==> src/logic/cpuPkg.sv <==
// shared widths, vector types, function enums and flag positions of the 8-bit datapath
package cpuPkg;

    localparam int dataWidth  = 8;                 // data word
    localparam int instrWidth = 16;                // instruction word
    localparam int memDepth   = 256;               // memory locations

    typedef logic [dataWidth-1:0]  byte_t;
    typedef logic [instrWidth-1:0] instr_t;
    typedef logic [3:0]            flags_t;        // {Z, C, N, V}

    localparam int flagZ = 3;                      // zero
    localparam int flagC = 2;                      // carry / not borrow
    localparam int flagN = 1;                      // negative
    localparam int flagV = 0;                      // signed overflow

    typedef logic [1:0] outSel_t;                  // read port select
    typedef logic [3:0] gprSelN_t;                 // active low, MSB is R1
    typedef logic [2:0] arfSelN_t;                 // active low, {PC, AR, SP}

    typedef enum logic [1:0] {
        regDec   = 2'd0,
        regInc   = 2'd1,
        regLoad  = 2'd2,
        regClear = 2'd3
    } regFun_t;

    typedef enum logic [3:0] {
        aluPassA, aluPassB, aluNotA, aluNotB,
        aluAdd,   aluAddC,  aluSub,  aluAnd,
        aluOr,    aluXor,   aluLsl,  aluLsr,
        aluAsl,   aluAsr,   aluRolC, aluRorC
    } aluOp_t;

    typedef enum logic [1:0] {
        muxAIr = 2'd0, muxAMem = 2'd1, muxAArfC = 2'd2, muxAAlu = 2'd3
    } muxASel_t;

    // code 0 also picks the ALU so the mux has no hole
    typedef enum logic [1:0] {
        muxBAlu0 = 2'd0, muxBIr = 2'd1, muxBMem = 2'd2, muxBAlu = 2'd3
    } muxBSel_t;

endpackage

==> src/logic/loadCountReg.sv <==
// parameterized register with decrement, increment, load and clear functions
`timescale 1ns/1ns

module loadCountReg #(
    parameter int width = 8                          // register width
) (
    input  logic                 CLK,
    input  logic                 rstN_i,             // async, active low
    input  logic                 en_i,               // act on this edge
    input  cpuPkg::regFun_t      fun_i,              // dec / inc / load / clear
    input  logic [width-1:0]     d_i,                // load value
    output logic [width-1:0]     q_o
);

    always_ff @(posedge CLK or negedge rstN_i) begin
        if (!rstN_i) begin
            q_o <= '0;
        end else if (en_i) begin
            case (fun_i)
                cpuPkg::regDec:   q_o <= q_o - 1'b1;  // wraps at zero
                cpuPkg::regInc:   q_o <= q_o + 1'b1;  // wraps at all ones
                cpuPkg::regLoad:  q_o <= d_i;
                cpuPkg::regClear: q_o <= '0;
                default:          q_o <= q_o;
            endcase
        end
    end

    // a function code must be driven whenever the register is told to act
    funKnown: assert property (@(posedge CLK) disable iff (!rstN_i)
        en_i |-> !$isunknown(fun_i));

endmodule

==> src/logic/generalRegFile.sv <==
// general register file R1..R4 with two combinational read ports
`timescale 1ns/1ns

module generalRegFile (
    input  logic              CLK,
    input  logic              rstN_i,
    input  cpuPkg::gprSelN_t  regSelN_i,          // active low, bit 3 is R1
    input  cpuPkg::regFun_t   fun_i,              // shared by all enabled regs
    input  cpuPkg::byte_t     d_i,                // from mux A
    input  cpuPkg::outSel_t   outASel_i,
    input  cpuPkg::outSel_t   outBSel_i,
    output cpuPkg::byte_t     outA_o,
    output cpuPkg::byte_t     outB_o
);

    cpuPkg::byte_t regQ [4];                      // index 0 is R1

    for (genvar i = 0; i < 4; i++) begin : gReg
        loadCountReg #(
            .width (cpuPkg::dataWidth)
        ) regInst (
            .CLK    (CLK),
            .rstN_i (rstN_i),
            .en_i   (~regSelN_i[3-i]),            // MSB of select maps to R1
            .fun_i  (fun_i),
            .d_i    (d_i),
            .q_o    (regQ[i])
        );
    end

    // both ports are independent, same reg may be read twice
    always_comb begin
        outA_o = regQ[outASel_i];                 // port A, ALU operand via mux C
        outB_o = regQ[outBSel_i];                 // port B, ALU operand B
    end

endmodule

==> src/logic/addressRegFile.sv <==
// address register file holding PC, AR and SP with two read ports
`timescale 1ns/1ns

module addressRegFile (
    input  logic              CLK,
    input  logic              rstN_i,
    input  cpuPkg::arfSelN_t  regSelN_i,          // active low, {PC, AR, SP}
    input  cpuPkg::regFun_t   fun_i,
    input  cpuPkg::byte_t     d_i,                // from mux B
    input  cpuPkg::outSel_t   outCSel_i,
    input  cpuPkg::outSel_t   outDSel_i,
    output cpuPkg::byte_t     outC_o,             // to mux A and mux C
    output cpuPkg::byte_t     outD_o              // memory address
);

    cpuPkg::byte_t regQ [3];                      // 0 PC, 1 AR, 2 SP

    for (genvar i = 0; i < 3; i++) begin : gReg
        loadCountReg #(
            .width (cpuPkg::dataWidth)
        ) regInst (
            .CLK    (CLK),
            .rstN_i (rstN_i),
            .en_i   (~regSelN_i[2-i]),            // MSB is PC
            .fun_i  (fun_i),
            .d_i    (d_i),
            .q_o    (regQ[i])
        );
    end

    function automatic cpuPkg::byte_t pick(input cpuPkg::outSel_t sel);
        case (sel)
            2'd2:    return regQ[1];              // AR
            2'd3:    return regQ[2];              // SP
            default: return regQ[0];              // 0 and 1 both give PC
        endcase
    endfunction

    // reads follow both the selects and the stored registers
    always_comb begin
        outC_o = pick(outCSel_i);
        outD_o = pick(outDSel_i);
    end

endmodule

==> src/logic/instructionReg.sv <==
// 16-bit instruction register filled one byte per load
`timescale 1ns/1ns

module instructionReg (
    input  logic              CLK,
    input  logic              rstN_i,
    input  logic              en_i,               // active high
    input  logic              lowHalf_i,          // 1 low byte, 0 high byte
    input  cpuPkg::regFun_t   fun_i,
    input  cpuPkg::byte_t     d_i,                // memory read data
    output cpuPkg::instr_t    ir_o
);

    cpuPkg::instr_t loadWord;                     // merged load value

    // keep the byte that is not being written
    assign loadWord = lowHalf_i ? {ir_o[15:8], d_i}
                                : {d_i, ir_o[7:0]};

    // inc, dec and clear work on the full word
    loadCountReg #(
        .width (cpuPkg::instrWidth)
    ) irReg (
        .CLK    (CLK),
        .rstN_i (rstN_i),
        .en_i   (en_i),
        .fun_i  (fun_i),
        .d_i    (loadWord),
        .q_o    (ir_o)
    );

endmodule

==> src/logic/aluUnit.sv <==
// 16-function ALU with registered Z, C, N and V flags
`timescale 1ns/1ns

module aluUnit (
    input  logic              CLK,
    input  logic              rstN_i,
    input  cpuPkg::aluOp_t    op_i,
    input  cpuPkg::byte_t     a_i,                // from mux C
    input  cpuPkg::byte_t     b_i,                // general port B
    output cpuPkg::byte_t     result_o,
    output cpuPkg::flags_t    flags_o
);

    logic       cStored;                          // carry into addC and rotates
    logic [8:0] sum;                              // 9 bits to keep carry out
    logic       cNext;
    logic       vNext;
    logic       cUpd;                             // op writes C
    logic       vUpd;                             // op writes V

    assign cStored = flags_o[cpuPkg::flagC];

    always_comb begin
        sum      = '0;
        result_o = '0;
        cNext    = cStored;
        vNext    = flags_o[cpuPkg::flagV];
        cUpd     = 1'b0;
        vUpd     = 1'b0;
        case (op_i)
            cpuPkg::aluPassA: result_o = a_i;
            cpuPkg::aluPassB: result_o = b_i;     // store path to memory
            cpuPkg::aluNotA:  result_o = ~a_i;
            cpuPkg::aluNotB:  result_o = ~b_i;
            cpuPkg::aluAdd, cpuPkg::aluAddC: begin
                sum = {1'b0, a_i} + {1'b0, b_i}
                    + {8'd0, (op_i == cpuPkg::aluAddC) & cStored};
                result_o = sum[7:0];
                cNext = sum[8];
                vNext = (a_i[7] == b_i[7]) && (sum[7] != a_i[7]);  // same signs in, other out
                cUpd  = 1'b1;
                vUpd  = 1'b1;
            end
            cpuPkg::aluSub: begin
                sum = {1'b0, a_i} - {1'b0, b_i};
                result_o = sum[7:0];
                cNext = ~sum[8];                  // no borrow, A not below B
                vNext = (a_i[7] != b_i[7]) && (sum[7] != a_i[7]);
                cUpd  = 1'b1;
                vUpd  = 1'b1;
            end
            cpuPkg::aluAnd: result_o = a_i & b_i;
            cpuPkg::aluOr:  result_o = a_i | b_i;
            cpuPkg::aluXor: result_o = a_i ^ b_i;
            cpuPkg::aluLsl, cpuPkg::aluAsl: begin
                result_o = {a_i[6:0], 1'b0};
                cNext = a_i[7];                   // bit shifted out
                cUpd  = 1'b1;
                vNext = a_i[7] ^ a_i[6];          // sign changed, asl only
                vUpd  = (op_i == cpuPkg::aluAsl);
            end
            cpuPkg::aluLsr: begin
                result_o = {1'b0, a_i[7:1]};
                cNext = a_i[0];
                cUpd  = 1'b1;
            end
            cpuPkg::aluAsr: begin
                result_o = {a_i[7], a_i[7:1]};    // sign kept
                cNext = a_i[0];
                cUpd  = 1'b1;
            end
            cpuPkg::aluRolC: begin
                result_o = {a_i[6:0], cStored};   // 9-bit rotate through C
                cNext = a_i[7];
                cUpd  = 1'b1;
            end
            cpuPkg::aluRorC: begin
                result_o = {cStored, a_i[7:1]};
                cNext = a_i[0];
                cUpd  = 1'b1;
            end
            default: result_o = a_i;
        endcase
    end

    always_ff @(posedge CLK or negedge rstN_i) begin
        if (!rstN_i) begin
            flags_o <= '0;
        end else begin
            flags_o[cpuPkg::flagZ] <= (result_o == '0);
            flags_o[cpuPkg::flagN] <= result_o[7];
            if (cUpd) flags_o[cpuPkg::flagC] <= cNext;  // others hold C
            if (vUpd) flags_o[cpuPkg::flagV] <= vNext;
        end
    end

    // an unknown operand or op anywhere upstream would surface here a cycle later
    flagsKnown: assert property (@(posedge CLK) disable iff (!rstN_i)
        !$isunknown(flags_o));

endmodule

==> src/logic/dataMemory.sv <==
// 256-byte data memory, synchronous write and combinational read
`timescale 1ns/1ns

module dataMemory (
    input  logic           CLK,
    input  cpuPkg::byte_t  addr_i,               // from address file port D
    input  cpuPkg::byte_t  wrData_i,             // ALU result
    input  logic           wr_i,                 // 1 write, 0 read
    input  logic           csN_i,                // chip select, active low
    output cpuPkg::byte_t  rdData_o
);

    cpuPkg::byte_t mem [cpuPkg::memDepth];       // filled by stores only

    always_ff @(posedge CLK) begin
        if (wr_i && !csN_i) begin
            mem[addr_i] <= wrData_i;
        end
    end

    // deselected or writing reads zero
    assign rdData_o = (!wr_i && !csN_i) ? mem[addr_i] : '0;

    // address comes from the address file through its port D select
    addrKnown: assert property (@(posedge CLK)
        !csN_i |-> !$isunknown(addr_i));

endmodule

==> src/logic/aluSystem.sv <==
// datapath top level with register files, IR, ALU, memory and muxes A, B, C
`timescale 1ns/1ns

module aluSystem (
    input  logic              CLK,
    input  logic              rstN_i,
    input  cpuPkg::outSel_t   rfOutASel_i,
    input  cpuPkg::outSel_t   rfOutBSel_i,
    input  cpuPkg::regFun_t   rfFun_i,
    input  cpuPkg::gprSelN_t  rfRegSelN_i,
    input  cpuPkg::aluOp_t    aluOp_i,
    input  cpuPkg::outSel_t   arfOutCSel_i,
    input  cpuPkg::outSel_t   arfOutDSel_i,
    input  cpuPkg::regFun_t   arfFun_i,
    input  cpuPkg::arfSelN_t  arfRegSelN_i,
    input  logic              irLowHalf_i,
    input  logic              irEn_i,
    input  cpuPkg::regFun_t   irFun_i,
    input  logic              memWr_i,
    input  logic              memCsN_i,
    input  cpuPkg::muxASel_t  muxASel_i,
    input  cpuPkg::muxBSel_t  muxBSel_i,
    input  logic              muxCSel_i,          // 1 general port A, 0 ARF port C
    output cpuPkg::byte_t     aluOut_o,
    output cpuPkg::flags_t    flags_o,
    output cpuPkg::byte_t     address_o,
    output cpuPkg::byte_t     memOut_o,
    output cpuPkg::instr_t    irOut_o
);

    cpuPkg::byte_t muxAOut;                       // general file input
    cpuPkg::byte_t muxBOut;                       // address file input
    cpuPkg::byte_t muxCOut;                       // ALU operand A
    cpuPkg::byte_t gprA;
    cpuPkg::byte_t gprB;
    cpuPkg::byte_t arfC;

    always_comb begin
        case (muxASel_i)
            cpuPkg::muxAIr:   muxAOut = irOut_o[7:0];  // immediate byte
            cpuPkg::muxAMem:  muxAOut = memOut_o;
            cpuPkg::muxAArfC: muxAOut = arfC;
            default:          muxAOut = aluOut_o;
        endcase
        case (muxBSel_i)
            cpuPkg::muxBIr:   muxBOut = irOut_o[7:0];
            cpuPkg::muxBMem:  muxBOut = memOut_o;
            default:          muxBOut = aluOut_o;      // codes 0 and 3
        endcase
    end

    assign muxCOut = muxCSel_i ? gprA : arfC;

    generalRegFile gprFile (
        .CLK (CLK), .rstN_i (rstN_i), .regSelN_i (rfRegSelN_i), .fun_i (rfFun_i),
        .d_i (muxAOut), .outASel_i (rfOutASel_i), .outBSel_i (rfOutBSel_i),
        .outA_o (gprA), .outB_o (gprB)
    );

    addressRegFile arFile (
        .CLK (CLK), .rstN_i (rstN_i), .regSelN_i (arfRegSelN_i), .fun_i (arfFun_i),
        .d_i (muxBOut), .outCSel_i (arfOutCSel_i), .outDSel_i (arfOutDSel_i),
        .outC_o (arfC), .outD_o (address_o)
    );

    instructionReg irUnit (
        .CLK (CLK), .rstN_i (rstN_i), .en_i (irEn_i), .lowHalf_i (irLowHalf_i),
        .fun_i (irFun_i), .d_i (memOut_o), .ir_o (irOut_o)   // fetch from memory
    );

    aluUnit alu (
        .CLK (CLK), .rstN_i (rstN_i), .op_i (aluOp_i), .a_i (muxCOut), .b_i (gprB),
        .result_o (aluOut_o), .flags_o (flags_o)
    );

    dataMemory mem (
        .CLK (CLK), .addr_i (address_o), .wrData_i (aluOut_o), .wr_i (memWr_i),
        .csN_i (memCsN_i), .rdData_o (memOut_o)
    );

endmodule

==> config.mk <==
export PLATFORM = sky130hd
export DESIGN_NAME = aluSystem
export DESIGN_NICKNAME = d
export VERILOG_FILES = /design/src/logic/cpuPkg.sv /design/src/logic/loadCountReg.sv /design/src/logic/generalRegFile.sv /design/src/logic/addressRegFile.sv /design/src/logic/instructionReg.sv /design/src/logic/aluUnit.sv /design/src/logic/dataMemory.sv /design/src/logic/aluSystem.sv
export SDC_FILE = /design/constraint.sdc
export NUM_CORES = 2
export LEC_CHECK = 0
export BUFFER_PORTS_ARGS = -buffer_cell sky130_fd_sc_hd__buf_2
export CAP_MARGIN = 20
export CORE_ASPECT_RATIO = 0.6
export CORE_MARGIN = 5
export CORE_UTILIZATION = 45
export DETAILED_ROUTE_END_ITERATION = 8
export SYNTH_ARGS = -nofsm -noshare
export SYNTH_HDL_FRONTEND = slang
export SYNTH_SLANG_ARGS = --single-unit
==> constraint.sdc <==
create_clock -name CLK -period 20.5 [get_ports CLK]
set_input_delay 4.1 -clock CLK [delete_from_list [all_inputs] [get_ports CLK]]
set_output_delay 4.1 -clock CLK [all_outputs]
set_load 0.05 [all_outputs]
# Word level (Yosys, flattened, before mapping)
# Memories as Yosys holds them, arrays and structs flattened.
# Index checks and enable logic that the tools add are counted.
# totals
register_bits	76
ram_bits	2048
input_bits	36
out_inout_bits	44
word_cells	134
mem_count	1
# op_classes
addsub	19
magnitude_cmp	2
n_eq_ne	38
mux	28
bitwise_logic	10
reduce_logical	24
# mem_list
memory	words	width	rd	rd_ports_with_merged_regs	wr	line_no	source
mem.mem	256	8	1	0	1	dataMemory.sv:13	cpuPkg::byte_t mem [cpuPkg::memDepth];
# ops
cell	n
$pmux W8 S4	7
$pmux W8 S14	1
$pmux W16 S4	1
$add A8 B1 Y8 const B	7
$sub A8 B1 Y8 const B	7
$mux W8	6
$pmux W8 S2	3
$bmux W8 S2	2
$eq A4 B4 Y1 const B	8
$eq A2 B2 Y1 const B	12
$pmux W8 S3	1
$add A16 B1 Y16 const B	1
$eq A4 B3 Y1 const B	4
$mux W16	1
$not A8 Y8	2
$sub A16 B1 Y16 const B	1
$eq A2 B1 Y1 const B	5
$add A8 B8 Y9	1
$add A9 B1 Y9	1
$reduce_or A3 Y1	3
$reduce_or A9 Y1	1
$sub A8 B8 Y9	1
$and A8 B8 Y8	1
$eq A4 B2 Y1 const B	2
other kinds (24)	42

# Logic depth before layout (Yosys ltp)
# logic_depth
word_depth	10
ltp_mapped	19
ltp_nobuf	17

# Hierarchy
# From an unflattened synthesis, not the netlist that was laid out.
# hier_totals
hier_cells	5040
hier_area_um2	89439.5
# modules_own_cells
module	instances	cells_per_inst	area_per_inst_um2	seq_area_each_um2
dataMemory	1	3860	79775.3	61499.0
loadCountReg at arFile.gReg[0].regInst ...	6	82	678.2	200.2
aluUnit	1	290	1983.2	100.1
loadCountReg at irUnit.irReg	1	168	1421.4	400.4
loadCountReg at gprFile.gReg[3].regInst	1	81	694.4	200.2
aluSystem	1	50	473.0	0.0
generalRegFile	1	24	407.9	0.0
addressRegFile	1	57	366.6	0.0
instructionReg	1	18	249.0	0.0

# Worst setup path after synthesis
# Ideal clock, no wire load.
# synth_path
path_type	input port to output port
from	input rfOutASel_i[0]
to	output aluOut_o[5]
arrival_time_ns	14.642
required_ns	16.400
slack_ns	1.758
cell_stages	11
path_buffers	1
path_cell_list	clkbuf_1 mux4_2 nand2_1 o21ai_1 fa_1 a21oi_1 o21bai_1 a21o_1 a21oi_1 mux2i_1 a32oi_1
# synth_between
elab_chain_cells	8
elab_cells_between_ends	13
cone_classes	add/sub: 3; mux: 5; bitwise: 5
# synth_rtl
element	line_no	source
start: declaration	aluSystem.sv:7	input cpuPkg::outSel_t rfOutASel_i,
$not A2 Y3 (implied by the code) *	generalRegFile.sv:33	outA_o = regQ[outASel_i];
$bmux W8 S2 *	generalRegFile.sv:33	
$mux W8 (implied by the code) * (2 in a row)	generalRegFile.sv:33	
$mux W8 *	aluSystem.sv:52	assign muxCOut = muxCSel_i ? gprA : arfC;
$add A8 B8 Y9	aluUnit.sv:36	sum = {1'b0, a_i} + {1'b0, b_i}
$add A9 B1 Y9	aluUnit.sv:37	+ {8'd0, (op_i == cpuPkg::aluAddC) & cStored};
$pmux W8 S14 *	aluUnit.sv:30	case (op_i)
end: declaration	aluSystem.sv:24	output cpuPkg::byte_t aluOut_o,
# Every way passes the cells marked *; elsewhere a longest branch is shown, timed or not. The select of a mux whose other input is x is not followed.

# Worst setup path after layout
# layout_path
from	input arfOutDSel_i[1]
to	output memOut_o[1]
# layout_between
elab_chain_cells	4
elab_cells_between_ends	5
cone_classes	eq/ne: 2; mux: 2; memory: 1
# layout_rtl
element	line_no	source
start: declaration	aluSystem.sv:13	input cpuPkg::outSel_t arfOutDSel_i,
$eq A2 B2 Y1	addressRegFile.sv:32	case (sel)
$pmux W8 S2 *	addressRegFile.sv:32	
$mem_v2 Z256 W8 *	--	
$mux W8 *	dataMemory.sv:22	assign rdData_o = (!wr_i && !csN_i) ? mem[addr_i] : '0;
end: declaration	aluSystem.sv:27	output cpuPkg::byte_t memOut_o,
# Every way passes the cells marked *; elsewhere a longest branch is shown, timed or not.

==> flow_metrics.py <==
metrics = {
    "power_and_ir_drop": {
        "combPwrFrac_pct": 31.8,
        "p_switching_uw": 4790,
        "ir_worst_vdd_v": 0.000125,
        "internal-power_uw": 8330,
        "p_sw_share_pct": 36.5,
        "p_leak_uw": 0.0330,
        "p_clk_share_pct": 26.7,
        "pwr_density_cell_nw_per_um2": 132,
        "p_seq_share_pct": 41.5,
    },
    "detailed_routing": {
        "drc": 0,
        "wl_per_cell_um": 35.1,
        "num_vias": 56253,
        "drtIter0Drc": 9381,
        "drt-vias-per-instance": 6.49,
        "final_antenna_net_count": 0,
        "drt_wl_total_mm": 304,
        "dr.pass1.iters": 8,
    },
    "clock_tree": {
        "cts_root_buffer": "clkbuf_16",
        "post_cts_resized": 0,
        "cts_hold_buf": 0,
        "clock_latency_ns": 0.84,
        "cts_made_buffers": 192,
        "tritoncts": "yes",
        "cts_max_path_buffers": 4,
        "clk_pin_slew_ns": 0.07,
        "h-tree-depth": 4,
        "cts_sinks": 2124,
        "post-cts-setup-buffers": 0,
    },
    "final_layout": {
        "stdcell_count": 8664,
        "fin_nets": 6014,
        "area_growth_pct": 10.5,
        "layout_commonest_cell": "edfxtp_1",
        "drive_above_1_share_pct": 14.5,
        "final_cell_mix": "edfxtp_1 (2048), nand2_1 (724), nor2_1 (404)",
        "fin_area_um2": 99200,
        "nFillCells": 16432,
    },
    "setup_path": {
        "crit_chain": "buf_2 > or2_2 > o21ai_4 > clkinv_16 > buf_4 > buf_4 > mux4_2 > a22oi_1 > and4_1 > a2111oi_0 > buf_4 > nand4_1 > inv_1 > buf_2",
        "cpMostUsedCell": "buf_4",
        "crit_arrival_ns": 10.54,
        "startpoint_type": "input pin",
        "path_class": "in -> out",
        "slowest_stage": "a22oi_1",
        "worstPathRequired_ns": 16.40,
        "cp_max_fo": 140,
        "worst-path-buf-inv": 7,
        "cp_slowest_stage_delay_ns": 1.04,
        "worstSetupEndpointType": "output pin",
        "crit_family": "buffers and inverters",
    },
    "synthesis": {
        "synth_cell_type_count": 95,
        "yosys-top-cells-area": "edfxtp_1 (69%), mux4_2 (6.7%), mux2i_1 (3.5%)",
        "synth.top_cell.area_share_pct": 68.5,
        "yosysTopAreaCell": "edfxtp_1",
        "netlist_instances": 5777,
        "ys_ff_latch": 2124,
        "async_flop_share_pct": 3.58,
        "synthFlopType": "edfxtp_1",
        "yosysWarningCount": 0,
        "ys_seq_area_share_pct": 70.7,
        "synth_edf_count": 2048,
        "mappedNetlistArea_um2": 89700,
        "avgSynthCellArea_um2": 15.5,
        "syn_nets": 5906,
    },
    "floorplanning": {
        "coreArea_um2": 198000,
        "floorplan.initialDensity_pct": 45.4,
        "design.die.area_um2": 209000,
        "num_io_pins": 80,
        "num_rows": 126,
        "die_height_um": 356,
        "dieWidth_um": 586,
    },
    "placement": {
        "gp_routability_congestion": 0.948,
        "io_buffers": 79,
        "dp_cells": 8300,
        "post_dp_cell_area_um2": 93200,
        "place_hpwl_mm": 197,
    },
    "global_routing": {
        "grt_pass1_wl_mm": 422,
        "grt_start_max_net_pins": 164,
        "antenna_found_initial": 23,
        "gr-usage-all-layers_pct": 28.7,
        "grt_pass1_vias": 51936,
        "grt_overflow": 0,
    },
    "sta": {
        "finalCritPeriodShare_pct": 71.4,
        "finalCriticalPeriod_ns": 14.64,
        "grt_setup_unrepaired": "no",
        "skew_ns": 0.0402,
        "slew_violations": 0,
        "fin_tns_setup_ns": 0,
        "fmax_mhz": 68.3,
        "slew_headroom_pct": 10.9,
        "finalSetupViolations": 0,
        "whs_ns": 0.534,
        "worst_slew_pin_slew_ns": 1.34,
        "finalHoldViolations": 0,
    },
    "worst_hold_path": {
        "hp-class": "reg -> reg",
    },
    "run": {
        "max_cap_viol_count": 0,
    },
    "status": {
        "status": "finished, final reports clean",
    },
}
-- cell families (layout without fill, tap and decap cells) --
kind of cell | count (synthesis) | after routing | synth area share, %
buffers and inverters | 441 | 694 | 2.50
AO/OA/AOI/OAI | 834 | 834 | 6.61
other | 0 | 10 | 0
XOR/XNOR | 63 | 63 | 0.615
multiplexers | 603 | 603 | 10.5
AND/OR/NAND/NOR | 1619 | 1619 | 7.74
adder cells (fa/ha/maj) | 93 | 93 | 1.39
flip-flops | 2124 | 2124 | 70.7
-- routing by layer --
layer | track usage [%] | vias up | share of wire, %
met2 | 35.7 | 4120 | 38
li1 | - | 22717 | -
met4 | 7.05 | 8 | 2.9
met1 | 44.0 | 28874 | 42
met3 | 14.0 | 534 | 17
met5 | 0 | - | 0.019
-- synth_stat cells (47+ instances only) --
master       n
o211ai_1    47
ha_1        82
xnor2_1     48
o21ai_0     81
a21oi_1    169
buf_2      109
nand2_1    724
a211oi_1    53
edfxtp_1  2048
inv_1       86
mux4_2     266
mux2i_1    315
nor2_1     411
a32oi_1     53
dfrtp_1     76
a22oi_1     50
a31oi_1     79
nand3_1    277
nor3_1      47
clkbuf_1   140
-- per-stage QoR --
stage	total power, µW	util (%)	worst slack [ns]
detailed placement	9530	47.2	6.01
floorplan	8070	-	1.76
global route	13400	50.2	5.77
CTS	13000	50.1	5.98
finish	13100	50.2	5.86
global placement	9480	47.1	6.07
-- registers in the layout (all words and copies together) (netlist names) --
name	cells
gprFile.gReg.regInst.q_o	32
mem.mem	2048
arFile.gReg.regInst.q_o	24
irUnit.irReg.q_o	16
alu.flags_o	4
-- worst reg2reg max path: stages (launching register included) --
cell and delay [ns]:
dfrtp_1 0.56, or2_2 0.79, o21ai_4 0.25, clkinv_16 0.39
buf_4 0.88, buf_4 0.86, mux4_2 0.48, a22oi_1 0.35
and4_1 0.40, a2111oi_2 0.73, nand3_1 0.40, buf_4 0.29
o21ai_1 0.77, o22a_1 0.28
-- final timing paths --
check / start / to / slack [ns] / cells after the start
min in group asynchronous: rstN_i / gprFile.gReg[0].regInst.q_o[1]$_DFFE_PN0N_ / 3.24 / 1
setup / recovery: arfOutDSel_i[1] / memOut_o[1] / 5.86 / 14
setup reg to reg: arFile.gReg[0].regInst.q_o[0]$_DFFE_PN0N_ / gprFile.gReg[0].regInst.q_o[2]$_DFFE_PN0N_ / 13.02 / 13
hold reg to reg: irUnit.irReg.q_o[13]$_DFFE_PN0P_ / irUnit.irReg.q_o[13]$_DFFE_PN0P_ / 0.53 / 2
max in group asynchronous: rstN_i / irUnit.irReg.q_o[15]$_DFFE_PN0P_ / 16.16 / 2
hold / removal: irUnit.irReg.q_o[13]$_DFFE_PN0P_ / irUnit.irReg.q_o[13]$_DFFE_PN0P_ / 0.53 / 2
-- layout make-up --
type	count	area, µm²	share of cell area (%)
tap	2624	3280	3.31
timing repair buffer	264	1970	1.99
multi-input combinational	3212	24300	24.5
antenna	10	25.0	0.0252
clock buffer	231	5010	5.06
clock inverter	108	803	0.810
sequential	2124	63400	63.9
inverter	91	392	0.395
-- power groups by stage --
stage          sequential, µW  clock [µW]  combinational (µW)
6_report                 5440        3500                4170
5_1_grt                  5450        3710                4300
4_1_cts                  5440        3510                4010
3_5_place_dp             5530           0                4000
3_3_place_gp             5530           0                3950
2_1_floorplan            5820           0                2250
Power figures use the tool's default switching activity.
